==> src/include/ex_defs.svh <==
/* execute stage sizes, RV32 only
   MULT_STEPS must divide XLEN evenly
   immediate macros take a plain 32-bit instruction word (an identifier, not an expression) */
`ifndef EX_DEFS_SVH
`define EX_DEFS_SVH

////////////////////////////////////////////////////
// widths and counts
////////////////////////////////////////////////////
`define XLEN        32  // data path width
`define WAYS        2   // independent execute ways
`define MULT_STEPS  4   // multiplier iterations
`define ROB_IDX_W   5   // 32-entry rob
`define PRF_IDX_W   6   // 64 physical registers

////////////////////////////////////////////////////
// immediates, sign-extended to 32 bits
////////////////////////////////////////////////////
`define SEXT_I_IMM(inst) {{21{inst[31]}}, inst[30:20]}
`define SEXT_S_IMM(inst) {{21{inst[31]}}, inst[30:25], inst[11:7]}
`define SEXT_B_IMM(inst) {{20{inst[31]}}, inst[7], inst[30:25], inst[11:8], 1'b0}
`define SEXT_U_IMM(inst) {inst[31:12], 12'b0}
`define SEXT_J_IMM(inst) {{12{inst[31]}}, inst[19:12], inst[20], inst[30:21], 1'b0}

`endif

==> src/isa_pkg.sv <==
/* instruction level types for the execute stage
   enum values are fixed, pattern files encode them directly */
package isa_pkg;

	// alu function codes, base ops first then the M multiplies
	typedef enum logic [3:0] {
		ALU_ADD    = 4'h0,
		ALU_SUB    = 4'h1,
		ALU_SLT    = 4'h2,
		ALU_SLTU   = 4'h3,
		ALU_AND    = 4'h4,
		ALU_OR     = 4'h5,
		ALU_XOR    = 4'h6,
		ALU_SLL    = 4'h7,
		ALU_SRL    = 4'h8,
		ALU_SRA    = 4'h9,
		ALU_MUL    = 4'ha,
		ALU_MULH   = 4'hb,
		ALU_MULHSU = 4'hc,
		ALU_MULHU  = 4'hd
	} alu_func_e;

	typedef enum logic [1:0] {
		OPA_IS_RS1  = 2'h0,
		OPA_IS_NPC  = 2'h1,
		OPA_IS_PC   = 2'h2,
		OPA_IS_ZERO = 2'h3
	} opa_sel_e;

	typedef enum logic [2:0] {
		OPB_IS_RS2   = 3'h0,
		OPB_IS_I_IMM = 3'h1,
		OPB_IS_S_IMM = 3'h2,
		OPB_IS_B_IMM = 3'h3,
		OPB_IS_U_IMM = 3'h4,
		OPB_IS_J_IMM = 3'h5  // 6 and 7 unused
	} opb_sel_e;

	// funct3 of the branch opcode
	typedef enum logic [2:0] {
		BR_EQ  = 3'b000,
		BR_NE  = 3'b001,
		BR_LT  = 3'b100,
		BR_GE  = 3'b101,
		BR_LTU = 3'b110,
		BR_GEU = 3'b111
	} br_func_e;

	typedef struct packed {
		logic [6:0] funct7;
		logic [4:0] rs2;
		logic [4:0] rs1;
		logic [2:0] funct3;   // also the load/store size
		logic [4:0] rd;
		logic [6:0] opcode;
	} r_type_t;

	typedef struct packed {
		logic       imm12;
		logic [5:0] imm10_5;
		logic [4:0] rs2;
		logic [4:0] rs1;
		br_func_e   funct3;
		logic [3:0] imm4_1;
		logic       imm11;
		logic [6:0] opcode;
	} b_type_t;

	typedef union packed {
		r_type_t r;
		b_type_t b;
	} inst_t;

endpackage

==> src/pipe_pkg.sv <==
/* pipeline register layouts between issue, execute and memory
   field order is the bit order a testbench sees when it packs a record */
`include "ex_defs.svh"

package pipe_pkg;
	import isa_pkg::*;

	////////////////////////////////////////////////////
	// issue side into execute
	////////////////////////////////////////////////////
	typedef struct packed {
		logic                  valid;          // one cycle, only while not occupied
		inst_t                 inst;
		logic [`XLEN-1:0]      PC;
		logic [`XLEN-1:0]      NPC;            // PC + 4
		logic [`XLEN-1:0]      rs1_value;
		logic [`XLEN-1:0]      rs2_value;
		opa_sel_e              opa_select;
		opb_sel_e              opb_select;
		alu_func_e             alu_func;
		logic                  cond_branch;
		logic                  uncond_branch;  // jal / jalr
		logic                  rd_mem;
		logic                  wr_mem;
		logic                  csr_op;         // carried, never executed here
		logic                  halt;
		logic                  illegal;
		logic [`PRF_IDX_W-1:0] dest_prf_idx;
		logic [`ROB_IDX_W-1:0] rob_idx;
	} id_ex_packet_t;

	////////////////////////////////////////////////////
	// execute completion toward memory / writeback
	////////////////////////////////////////////////////
	typedef struct packed {
		logic                  valid;          // one cycle per completed op
		logic [`XLEN-1:0]      alu_result;
		logic                  take_branch;
		logic [`XLEN-1:0]      NPC;
		logic [`XLEN-1:0]      rs2_value;      // store data
		logic                  rd_mem;
		logic                  wr_mem;
		logic [2:0]            mem_size;       // funct3, bit 2 marks unsigned loads
		logic                  csr_op;
		logic                  halt;
		logic                  illegal;
		logic [`PRF_IDX_W-1:0] dest_prf_idx;
		logic [`ROB_IDX_W-1:0] rob_idx;
	} ex_mem_packet_t;

endpackage

==> src/alu.sv <==
/* one execute way: base ops complete one cycle after acceptance,
   multiplies hold occupied until their result is presented
   valid_in is ignored while occupied */
`timescale 1ns/100ps
`include "ex_defs.svh"

module alu (
	input  logic                clock,
	input  logic                reset,
	input  logic                valid_in,
	input  logic [`XLEN-1:0]    opa,
	input  logic [`XLEN-1:0]    opb,
	input  isa_pkg::alu_func_e  func,
	output logic                occupied,
	output logic                valid_out,
	output logic [`XLEN-1:0]    result
);
	import isa_pkg::*;

	typedef enum logic [2:0] {IDLE, START, BUSY, DONE, BASE_DONE} alu_state_e;

	alu_state_e         state;
	alu_state_e         next_state;
	logic               accept;
	logic               is_mult;
	logic               start;
	logic               mult_done;
	logic               high_half;     // decoded, current func
	logic               high_half_q;   // held for the running multiply
	logic [1:0]         sign;
	logic [`XLEN-1:0]   base_value;
	logic [`XLEN-1:0]   base_q;
	logic [2*`XLEN-1:0] product;

	assign occupied  = (state == START) || (state == BUSY);
	assign valid_out = (state == DONE) || (state == BASE_DONE);
	assign accept    = valid_in && !occupied;
	assign start     = accept && is_mult;   // mult samples opa/opb this edge

	mult mult_inst (
		.clock   (clock),
		.reset   (reset),
		.start   (start),
		.sign    (sign),
		.mcand   (opa),
		.mplier  (opb),
		.product (product),
		.done    (mult_done)
	);

	////////////////////////////////////////////////////
	// function decode and base results
	////////////////////////////////////////////////////
	always_comb begin
		base_value = '0;
		is_mult    = 1'b0;
		sign       = 2'b00;
		high_half  = 1'b0;
		case (func)
			ALU_ADD:  base_value = opa + opb;
			ALU_SUB:  base_value = opa - opb;
			ALU_SLT:  base_value = {{(`XLEN-1){1'b0}}, $signed(opa) < $signed(opb)};
			ALU_SLTU: base_value = {{(`XLEN-1){1'b0}}, opa < opb};
			ALU_AND:  base_value = opa & opb;
			ALU_OR:   base_value = opa | opb;
			ALU_XOR:  base_value = opa ^ opb;
			ALU_SLL:  base_value = opa << opb[4:0];  // shamt from low 5 bits
			ALU_SRL:  base_value = opa >> opb[4:0];
			ALU_SRA:  base_value = $signed(opa) >>> opb[4:0];
			ALU_MUL: begin
				is_mult = 1'b1;
				sign    = 2'b11;   // low half same for any signedness
			end
			ALU_MULH: begin
				is_mult   = 1'b1;
				sign      = 2'b11;
				high_half = 1'b1;
			end
			ALU_MULHSU: begin
				is_mult   = 1'b1;
				sign      = 2'b10;   // rs1 signed, rs2 unsigned
				high_half = 1'b1;
			end
			ALU_MULHU: begin
				is_mult   = 1'b1;
				high_half = 1'b1;
			end
			default: base_value = '0;
		endcase
	end

	// next state, a new op may start in any finishing state
	always_comb begin
		next_state = state;
		case (state)
			START: next_state = BUSY;
			BUSY:  if (mult_done) next_state = DONE;
			default: begin  // IDLE, DONE, BASE_DONE
				if (!accept)      next_state = IDLE;
				else if (is_mult) next_state = START;
				else              next_state = BASE_DONE;
			end
		endcase
	end

	always_ff @(posedge clock) begin
		if (reset) state <= IDLE;
		else       state <= next_state;
	end

	always_ff @(posedge clock) begin
		if (accept && !is_mult) base_q <= base_value;
		if (start)              high_half_q <= high_half;
	end

	assign result = (state != DONE) ? base_q :
		high_half_q ? product[2*`XLEN-1:`XLEN] : product[`XLEN-1:0];

endmodule

==> src/brcond.sv <==
/* branch condition from funct3, purely combinational
   funct3 values 010 and 011 are not branches and give false */
`timescale 1ns/100ps
`include "ex_defs.svh"

module brcond (
	input  logic [`XLEN-1:0]  rs1,
	input  logic [`XLEN-1:0]  rs2,
	input  isa_pkg::br_func_e func,
	output logic              cond
);
	import isa_pkg::*;

	logic equal;
	logic less_s;
	logic less_u;

	assign equal  = (rs1 == rs2);
	assign less_s = $signed(rs1) < $signed(rs2);
	assign less_u = rs1 < rs2;

	always_comb begin
		case (func)
			BR_EQ:   cond = equal;
			BR_NE:   cond = !equal;
			BR_LT:   cond = less_s;
			BR_GE:   cond = !less_s;   // ge is not lt
			BR_LTU:  cond = less_u;
			BR_GEU:  cond = !less_u;
			default: cond = 1'b0;
		endcase
	end

endmodule

==> src/ex_stage.sv <==
/* two-way execute stage; each way accepts one packet when not occupied
   completions are registered and stay in issue order within a way
   the memory side must take every completion, there is no stall input */
`timescale 1ns/100ps
`include "ex_defs.svh"

module ex_stage (
	input  logic                                 clock,
	input  logic                                 reset,
	input  pipe_pkg::id_ex_packet_t  [`WAYS-1:0] id_ex_packet_in,
	output pipe_pkg::ex_mem_packet_t [`WAYS-1:0] ex_packet_out,
	output logic [`WAYS-1:0]                     occupied
);
	import isa_pkg::*;
	import pipe_pkg::*;

	for (genvar i = 0; i < `WAYS; i++) begin : g_way
		id_ex_packet_t         pkt;
		logic [31:0]           inst_word;   // flat view for the immediate macros
		logic [`XLEN-1:0]      opa;
		logic [`XLEN-1:0]      opb;
		logic                  accept;
		logic                  cond;
		logic                  alu_valid;
		logic [`XLEN-1:0]      alu_result;
		// fields held from acceptance to completion
		logic                  take_branch_q;
		logic [`XLEN-1:0]      npc_q;
		logic [`XLEN-1:0]      rs2_value_q;
		logic                  rd_mem_q;
		logic                  wr_mem_q;
		logic [2:0]            mem_size_q;
		logic                  csr_op_q;
		logic                  halt_q;
		logic                  illegal_q;
		logic [`PRF_IDX_W-1:0] dest_prf_idx_q;
		logic [`ROB_IDX_W-1:0] rob_idx_q;

		assign pkt       = id_ex_packet_in[i];
		assign inst_word = pkt.inst;
		assign accept    = pkt.valid && !occupied[i];  // drop anything shown while busy

		////////////////////////////////////////////////////
		// operand muxes
		////////////////////////////////////////////////////
		always_comb begin
			case (pkt.opa_select)
				OPA_IS_RS1: opa = pkt.rs1_value;
				OPA_IS_NPC: opa = pkt.NPC;
				OPA_IS_PC:  opa = pkt.PC;
				default:    opa = '0;   // OPA_IS_ZERO, lui
			endcase
		end

		always_comb begin
			case (pkt.opb_select)
				OPB_IS_RS2:   opb = pkt.rs2_value;
				OPB_IS_I_IMM: opb = `SEXT_I_IMM(inst_word);
				OPB_IS_S_IMM: opb = `SEXT_S_IMM(inst_word);
				OPB_IS_B_IMM: opb = `SEXT_B_IMM(inst_word);
				OPB_IS_U_IMM: opb = `SEXT_U_IMM(inst_word);
				OPB_IS_J_IMM: opb = `SEXT_J_IMM(inst_word);
				default:      opb = '0;   // unused codes
			endcase
		end

		alu alu_inst (
			.clock     (clock),
			.reset     (reset),
			.valid_in  (accept),
			.opa       (opa),
			.opb       (opb),
			.func      (pkt.alu_func),
			.occupied  (occupied[i]),
			.valid_out (alu_valid),
			.result    (alu_result)
		);

		// compares the raw register values, not the muxed operands
		brcond brcond_inst (
			.rs1  (pkt.rs1_value),
			.rs2  (pkt.rs2_value),
			.func (pkt.inst.b.funct3),
			.cond (cond)
		);

		////////////////////////////////////////////////////
		// pass-through register, loaded on acceptance
		////////////////////////////////////////////////////
		always_ff @(posedge clock) begin
			if (accept) begin
				take_branch_q  <= pkt.uncond_branch || (pkt.cond_branch && cond);
				npc_q          <= pkt.NPC;
				rs2_value_q    <= pkt.rs2_value;
				rd_mem_q       <= pkt.rd_mem;
				wr_mem_q       <= pkt.wr_mem;
				mem_size_q     <= pkt.inst.r.funct3;
				csr_op_q       <= pkt.csr_op;
				halt_q         <= pkt.halt;
				illegal_q      <= pkt.illegal;
				dest_prf_idx_q <= pkt.dest_prf_idx;
				rob_idx_q      <= pkt.rob_idx;
			end
		end

		assign ex_packet_out[i] = '{
			valid:        alu_valid,
			alu_result:   alu_result,
			take_branch:  take_branch_q,
			NPC:          npc_q,
			rs2_value:    rs2_value_q,
			rd_mem:       rd_mem_q,
			wr_mem:       wr_mem_q,
			mem_size:     mem_size_q,
			csr_op:       csr_op_q,
			halt:         halt_q,
			illegal:      illegal_q,
			dest_prf_idx: dest_prf_idx_q,
			rob_idx:      rob_idx_q
		};
	end

endmodule

==> src/mult.sv <==
/* iterative 32x32 -> 64 multiplier, XLEN/MULT_STEPS multiplier bits per cycle
   raise start only while idle; operands are sampled on that edge only
   product holds after done until the next start */
`timescale 1ns/100ps
`include "ex_defs.svh"

module mult (
	input  logic                clock,
	input  logic                reset,
	input  logic                start,
	input  logic [1:0]          sign,    // [1] mcand signed, [0] mplier signed
	input  logic [`XLEN-1:0]    mcand,
	input  logic [`XLEN-1:0]    mplier,
	output logic [2*`XLEN-1:0]  product,
	output logic                done
);
	localparam int STEP_W = `XLEN / `MULT_STEPS;    // bits retired per step
	localparam int CNT_W  = $clog2(`MULT_STEPS + 1);

	logic [2*`XLEN-1:0] mcand_q;     // moves left by STEP_W each step
	logic [2*`XLEN-1:0] mplier_q;    // moves right, keeps its extension
	logic [2*`XLEN-1:0] acc;
	logic [2*`XLEN-1:0] partial;
	logic [2*`XLEN-1:0] correction;
	logic [CNT_W-1:0]   count;       // steps still to go
	logic               busy;
	logic               last_step;

	// one chunk of the multiplier times the shifted multiplicand
	assign partial = mcand_q * {{(2*`XLEN-STEP_W){1'b0}}, mplier_q[STEP_W-1:0]};
	assign last_step = busy && (count == CNT_W'(1));

	// bits above XLEN-1 of a negative multiplier are all ones, worth -2^XLEN
	// mcand_q << STEP_W on the last step is mcand << XLEN
	assign correction = (last_step && mplier_q[2*`XLEN-1]) ? (mcand_q << STEP_W) : '0;

	////////////////////////////////////////////////////
	// step control
	////////////////////////////////////////////////////
	always_ff @(posedge clock) begin
		if (reset) begin
			busy  <= 1'b0;
			count <= '0;
			done  <= 1'b0;
		end else begin
			done <= last_step;  // one cycle, product final by then
			if (start) begin
				busy  <= 1'b1;
				count <= CNT_W'(`MULT_STEPS);
			end else if (busy) begin
				busy  <= !last_step;
				count <= count - CNT_W'(1);
			end
		end
	end

	////////////////////////////////////////////////////
	// operand and accumulator registers
	////////////////////////////////////////////////////
	always_ff @(posedge clock) begin
		if (start) begin
			mcand_q  <= {{`XLEN{sign[1] & mcand[`XLEN-1]}}, mcand};
			mplier_q <= {{`XLEN{sign[0] & mplier[`XLEN-1]}}, mplier};
			acc      <= '0;
		end else if (busy) begin
			acc      <= acc + partial - correction;
			mcand_q  <= mcand_q << STEP_W;
			mplier_q <= $signed(mplier_q) >>> STEP_W;  // arithmetic, top bit stays
		end
	end

	assign product = acc;

endmodule

==> config.mk <==
export PLATFORM = sky130hd
export DESIGN_NAME = ex_stage
export DESIGN_NICKNAME = d
export VERILOG_FILES = /design/src/isa_pkg.sv /design/src/pipe_pkg.sv /design/src/alu.sv /design/src/brcond.sv /design/src/ex_stage.sv /design/src/mult.sv
export VERILOG_INCLUDE_DIRS = /design/src /design/src/include
export SDC_FILE = /design/constraint.sdc
export NUM_CORES = 2
export LEC_CHECK = 0
export BUFFER_PORTS_ARGS = -buffer_cell sky130_fd_sc_hd__buf_2
export CORE_MARGIN = 1.5
export CORE_UTILIZATION = 47
export DETAILED_ROUTE_END_ITERATION = 12
export GPL_TIMING_DRIVEN = 1
export HOLD_SLACK_MARGIN = 0.06
export RECOVER_POWER = 50
export SYNTH_ARGS = -nofsm -noshare
export SYNTH_HDL_FRONTEND = slang
export SYNTH_SLANG_ARGS = --single-unit
==> constraint.sdc <==
create_clock -name clock -period 20.2 [get_ports clock]
set_input_delay 6.06 -clock clock [delete_from_list [all_inputs] [get_ports clock]]
set_output_delay 6.06 -clock clock [all_outputs]
set_load 0.01 [all_outputs]
Word level (Yosys, flattened, before mapping) --
Index checks and enable logic that the tools add are counted.
Operators by class: $add $sub $neg 10, multipliers 2, $lt $le $gt $ge 8, equality and inequality tests 66, shift-type cells 6, mux-type cells 44, bitwise gates (word level) 10, reductions and logical operators 50
Operators by type and width (number):
- 32-bit case mux with 10 select lines | 2
- 64-bit two-way mux | 8
- 32-bit case mux with 6 select lines | 2
- 32-bit less-than comparator | 8
- 32-bit case mux with 3 select lines | 2
- 64-bit adder | 2
- 64-bit by 8-bit multiplier with 64-bit output | 2
- 32-bit two-way mux | 4
- 64-bit subtractor | 2
- 63-bit two-way mux | 2
- 32-bit adder | 2
- 32-bit bitwise AND | 2
- 32-bit == test | 2
- 32-bit bitwise OR | 2
- 32-bit by 5-bit left shift with 32-bit output | 2
- 32-bit by 5-bit >> shifter with 32-bit output | 2
- 32-bit by 5-bit >>> shifter with 32-bit output | 2
- 32-bit subtractor | 2
- 32-bit XOR | 2
- 4-bit == test, second input constant | 12
- 3-bit == test, second input constant | 14
- 4-bit by 3-bit == test with 1-bit output, second input constant | 8
- 3-bit two-way mux | 10
- 3-bit by 1-bit == test with 1-bit output, second input constant | 8
- 23 further kinds | 92
Word-level totals: bits in registers 634, input port bits 378, word-level logic and storage cells 240

Longest topological paths before layout --
depth after elaboration 7, gate-level depth with buffers 28, mapped depth without buffers 25

Hierarchy --
A second synthesis with hierarchy kept.
Unflattened totals: cells, all modules 9493, area total of the unflattened synthesis 81670.8 µm²
By module, submodules not included:
- mult at g_way[1].alu_inst.mult_inst | instances 1, cells an instance 2886, area an instance 25554.5 µm², seq. area each 4414.2 µm²
- mult at g_way[0].alu_inst.mult_inst | instances 1, cells an instance 2843, area an instance 25378.1 µm², seq. area each 4414.2 µm²
- alu at g_way[1].alu_inst | instances 1, cells an instance 1437, area an instance 10745.3 µm², seq. area each 1051.0 µm²
- alu at g_way[0].alu_inst | instances 1, cells an instance 1459, area an instance 10252.3 µm², seq. area each 1051.0 µm²
- ex_stage | instances 1, cells an instance 630, area an instance 7928.9 µm², seq. area each 5044.8 µm²
- brcond | instances 2, cells an instance 119, area an instance 905.9 µm², seq. area each 0.0 µm²

Least setup slack after synthesis --
OpenSTA, ideal clock, no wires.
kind input to register, from input port id_ex_packet_in[375] (netlist bit), to register g_way[1].alu_inst.mult_inst.mcand_q[0] (enable), library setup time 503 ps, arrival time 11469 ps, required time 19697 ps, slack 8227 ps, stages on the path 7, path through nand2_1 -> inv_1 -> nand2_1 -> inv_1 -> nor2_1 -> inv_1 -> clkbuf_1
On the way: longest elaborated chain between the ends 4
Ends and longest elaborated chain:
- start: declaration | line ex_stage.sv:10 | input pipe_pkg::id_ex_packet_t [`WAYS-1:0] id_ex_packet_in,
- 1-bit logical AND | line ex_stage.sv:41 | assign accept = pkt.valid && !occupied[i];
- named net g_way[1].accept | line ex_stage.sv:22 | logic accept;
- 1-bit logical AND | line alu.sv:37 | assign accept = valid_in && !occupied;
- 1-bit logical AND | line alu.sv:38 | assign start = accept && is_mult;
- 2-bit nonzero test (no source line)
- end signal: assignment | line mult.sv:62 | mcand_q <= {{`XLEN{sign[1] & mcand[`XLEN-1]}}, mcand};
- end signal: assignment | line mult.sv:67 | mcand_q <= mcand_q << STEP_W;
- end: declaration | line mult.sv:20 | logic [2*`XLEN-1:0] mcand_q;
The timed path passes the listed nets, and every way through them passes these cells. A chain may end at the register's enable or synchronous reset.

Worst setup path after layout --
from input port id_ex_packet_in[19] (netlist bit), to register g_way[0].alu_inst.mult_inst.acc[48]
On the way: longest elaborated chain between the ends 4, elaborated cells between the ends (all ways) 7
Ends and longest elaborated chain:
- 4-bit == test | line alu.sv:59 | case (func)
- 4-bit OR reduction (no source line) *
- 1-bit two-way mux * | line alu.sv:59
- 1-bit logical AND * | line alu.sv:38
- end signal: assignment | line mult.sv:66 | acc <= acc + partial - correction;
- end: declaration | line mult.sv:22 | logic [2*`XLEN-1:0] acc;
Every way passes the cells marked *; elsewhere a longest branch is shown, timed or not.

==> out/summary.txt <==
status = complete, but fails checks
Max-slew headroom = -1.45
fin crit period = 13.28 ns
Fmax achieved = 75.3 MHz
# IOs = 614
GPL Wtd Cong = 0.997
Reg-to-Reg Start = g_way[1].alu_inst.mult_inst.count[1]$_SDFFE_PP0P_
Post-synth EDFFs = 436
RSZ-0062 raised after global routing = no
Die Span Y = 417 um
I/O Buffers = 599
Root Driver = clkbuf_16
P per Cell Area = 176 nW/um2
most common library cells after synthesis = inv_1, nand2_1, fa_1
top cell type by total area after synthesis = fa_1
total grt overflow = 0
crit-path cells = buf_2 > clkbuf_1 > nand2b_1 > a21boi_0 > nand2_2 > clkbuf_1 > clkbuf_1 > nand2_1 > nor3b_1 > mux2i_1 > nand2_1
Die Wd = 417 um
final setup fails = 0
WS Path Type = primary input to register
CP most frequent cell = clkbuf_1
kind of cell adding the most delay to the critical path = buffers and inverters
maximum VDD drop = 0.171 mV
ys flop type = edfxtp_1
Final Max Tran Viols = 452
max incr delay on CP = 2.00 ns
count leader, synth = inv_1
starting density of the core = 0.475
Vias/cell = 5.81
CP Launch Type = primary input
Syn Area/Cell = 8.38 um2
worst reg2reg path depth = 24
vias in the first global route = 70800
Buf/Inv on CP = 4
hold_buf cts = 0
global-route wire length before repair = 450000 um
Setup TNS = 0 ns
Starting DRT DRC Count = 5988
DRC = 0
Mapped Cells = 9624
Clock Skew = 0.0334 ns
multi-input logic area = 55700 um2
GRT Overall Usage = 0.342
WHS Path Cells = 2
WL final = 301000 um
H-Tree Depth = 3
postcts setup bufs = 0
CTS Sinks = 580
clock slew at reported path FFs = 0.06 ns
Slew @ Worst Pin = 3.67 ns
Hold Fails Final Rpt = 0
fill cell total of the finished layout = 16600
Crit Path Max Fanout = 43
Syn-to-layout area delta = 7.83%
number of routed nets with antenna violations = 0
# nets final = 11500
fraction of layout cells with a size suffix above 1 = 0.0677
Final period util = 0.658
min-delay worst type = register to register
Yosys cell types = 100
cts repair resizes = 0
WL/cell = 24.9 um
FF-to-FF End = g_way[1].alu_inst.mult_inst.product[60]$_SDFFE_PP0P_
CP max stage cell = clkbuf_1
Clk Latency, worst-skew pair = 0.72 ns
post-route design area = 87000 um2
DP HPWL = 233000 um
Reg area = 16000 um2
sequential-to-total area share from yosys stat = 0.198
Synth top area share = 0.232
routed via count = 70100
Die ar. = 174000 um2
post-synthesis register bit count = 580
DRT Pass-1 Iters = 8
CTS tree = done
Core Region = 170000 um2
Arr. time, crit path = 13.93 ns
Ys Warns = 0
largest cells by area after synthesis = fa_1, edfxtp_1, inv_1, ha_1, mux2i_1
clock buffer count from CTS = 75
flop2flop setup slack = 12.39 ns
worst hold start = g_way[0].alu_inst.mult_inst.done$_SDFF_PP0_
largest net degree at the start of global routing = 133
net count after synthesis = 11400
Worst Hold End = g_way[0].alu_inst.state[2]$_SDFFE_PP0P_
post-place instance area = 84800 um2
Max clock buf depth = 3
max-cap viol count = 11
Leakage = 0.0414 uW
Worst EP required = 20.84 ns
Post-Syn Area = 80600 um2
Async SR Flop Fraction = 0
# rows = 151
antenna violations before repair = 26
Worst setup EP type = register
failing checks = max-capacitance violations, max-slew violations
==> stage by stage <==
stage	util	std cells	total power [uW]	setup WS, ns	hold WS (ns)
floorplan	-	9624	10900	8.23	0.440
global placement	0.500	11900	13600	7.93	0.470
detailed placement	0.500	11900	13700	7.86	0.474
CTS	0.514	12100	15200	8.61	0.490
global route	0.512	12100	16900	6.63	0.521
finish	0.512	12100	15300	6.92	0.488
==> sequential cells by signal, summed over array words and instances (netlist names), 6 cells and up <==
register / count
g_way.rs2_value_q: 64
g_way.dest_prf_idx_q: 12
g_way.mem_size_q: 6
g_way.alu_inst.base_q: 64
g_way.alu_inst.state: 6
g_way.rob_idx_q: 10
g_way.alu_inst.mult_inst.product: 128
g_way.alu_inst.mult_inst.count: 6
g_way.alu_inst.mult_inst.mplier_q: 74
g_way.npc_q: 64
g_way.alu_inst.mult_inst.mcand_q: 128
==> worst reg2reg max path: stages, from the launching register on <==
cell      delay (ns)
dfxtp_1         0.31
inv_1           0.08
ha_1            0.13
nor2b_1         0.22
and3_2          0.21
buf_4           0.63
nand2_1         0.20
fa_1            0.52
inv_1           0.05
fa_1            0.45
fa_1            0.49
inv_1           0.05
fa_1            0.50
fa_1            0.41
ha_1            0.41
a211o_1         0.30
a211oi_1        0.29
o41ai_1         0.16
or3b_2          0.47
o21ai_0         0.46
o31a_1          0.32
o21bai_1        0.30
o31ai_1         0.47
xor2_1          0.19
a21oi_1         0.08
==> power by group <==
group | switching [uW] | total, uW | internal (uW)
combinational | 7340 | 12200 | 4830
clock | 604 | 1410 | 804
sequential | 200 | 1690 | 1490
==> cell families after synthesis <==
| kind of cell | Yosys count | share of synthesized area |
|---|---|---|
| xor+xnor | 201 | 0.0218 |
| buf+inv | 2348 | 0.112 |
| mux | 433 | 0.0545 |
| simple gates | 2632 | 0.153 |
| fa+ha+maj | 1348 | 0.296 |
| flops | 580 | 0.198 |
| compound gates | 2082 | 0.164 |
==> worst max-delay path by stage <==
stage,startpoint,to,slack [ns],cells past startpoint
detailed placement,id_ex_packet_in[211],g_way[1].alu_inst.base_q[30]$_DFFE_PP_,7.86,17
CTS,id_ex_packet_in[211],g_way[1].alu_inst.base_q[30]$_DFFE_PP_,8.61,17
floorplan,id_ex_packet_in[375],g_way[1].alu_inst.mult_inst.mcand_q[0]$_SDFFCE_PN0P_,8.23,7
global route,id_ex_packet_in[19],g_way[0].alu_inst.mult_inst.product[48]$_SDFFE_PP0P_,6.63,11
global placement,id_ex_packet_in[211],g_way[1].alu_inst.base_q[30]$_DFFE_PP_,7.93,17
finish,id_ex_packet_in[19],g_way[0].alu_inst.mult_inst.product[48]$_SDFFE_PP0P_,6.92,11
==> area by class of cell <==
type                    instances  area share
repair buffers                734      0.0416
inverters                    1700      0.0735
clock inverters                42     0.00450
multi-input cells            6696       0.640
diodes                         11    0.000317
well taps                    2218      0.0319
clock buffers                  96      0.0242
flip-flops and latches        580       0.184
==> layout by cell type (no fill, tap or decap), types with 18 or more instances in the layout <==
cell type | synthesis | routed
inv_1 | 1691 | 1684
nand2_1 | 940 | 939
fa_1 | 936 | 936
a21oi_1 | 666 | 663
nor2_1 | 661 | 657
and2_1 | 583 | 583
edfxtp_1 | 436 | 436
o21ai_0 | 412 | 412
ha_1 | 412 | 412
mux2i_1 | 400 | 400
clkbuf_1 | 425 | 319
buf_2 | 47 | 301
a21o_1 | 193 | 193
xnor2_1 | 143 | 143
dfxtp_1 | 144 | 142
buf_4 | 22 | 125
a211oi_1 | 118 | 118
nor3_1 | 87 | 86
nand3_1 | 85 | 85
clkbuf_16 | 0 | 80
o22ai_1 | 75 | 75
o21a_1 | 66 | 64
o211ai_1 | 64 | 64
xor2_1 | 58 | 58
a22oi_1 | 55 | 55
o21bai_1 | 53 | 53
a31oi_1 | 52 | 52
o31ai_1 | 42 | 42
nand4_1 | 42 | 42
nand2b_1 | 40 | 39
nor2b_1 | 42 | 39
or3_1 | 33 | 33
mux2_2 | 31 | 31
a2bb2oi_1 | 30 | 29
and3_1 | 29 | 27
a221oi_1 | 19 | 19
a2111oi_0 | 19 | 18
==> layer usage <==
metal / routed length, um / vias up / GRT usage
met3: 23800 / 594 / 0.0624
met4: 15800 / 22 / 0.163
met2: 137000 / 2913 / 0.547
met5: 143 / - / 0
li1: - / 31600 / -
met1: 124000 / 35000 / 0.448
No activity file was read; power rests on OpenSTA's default activity.
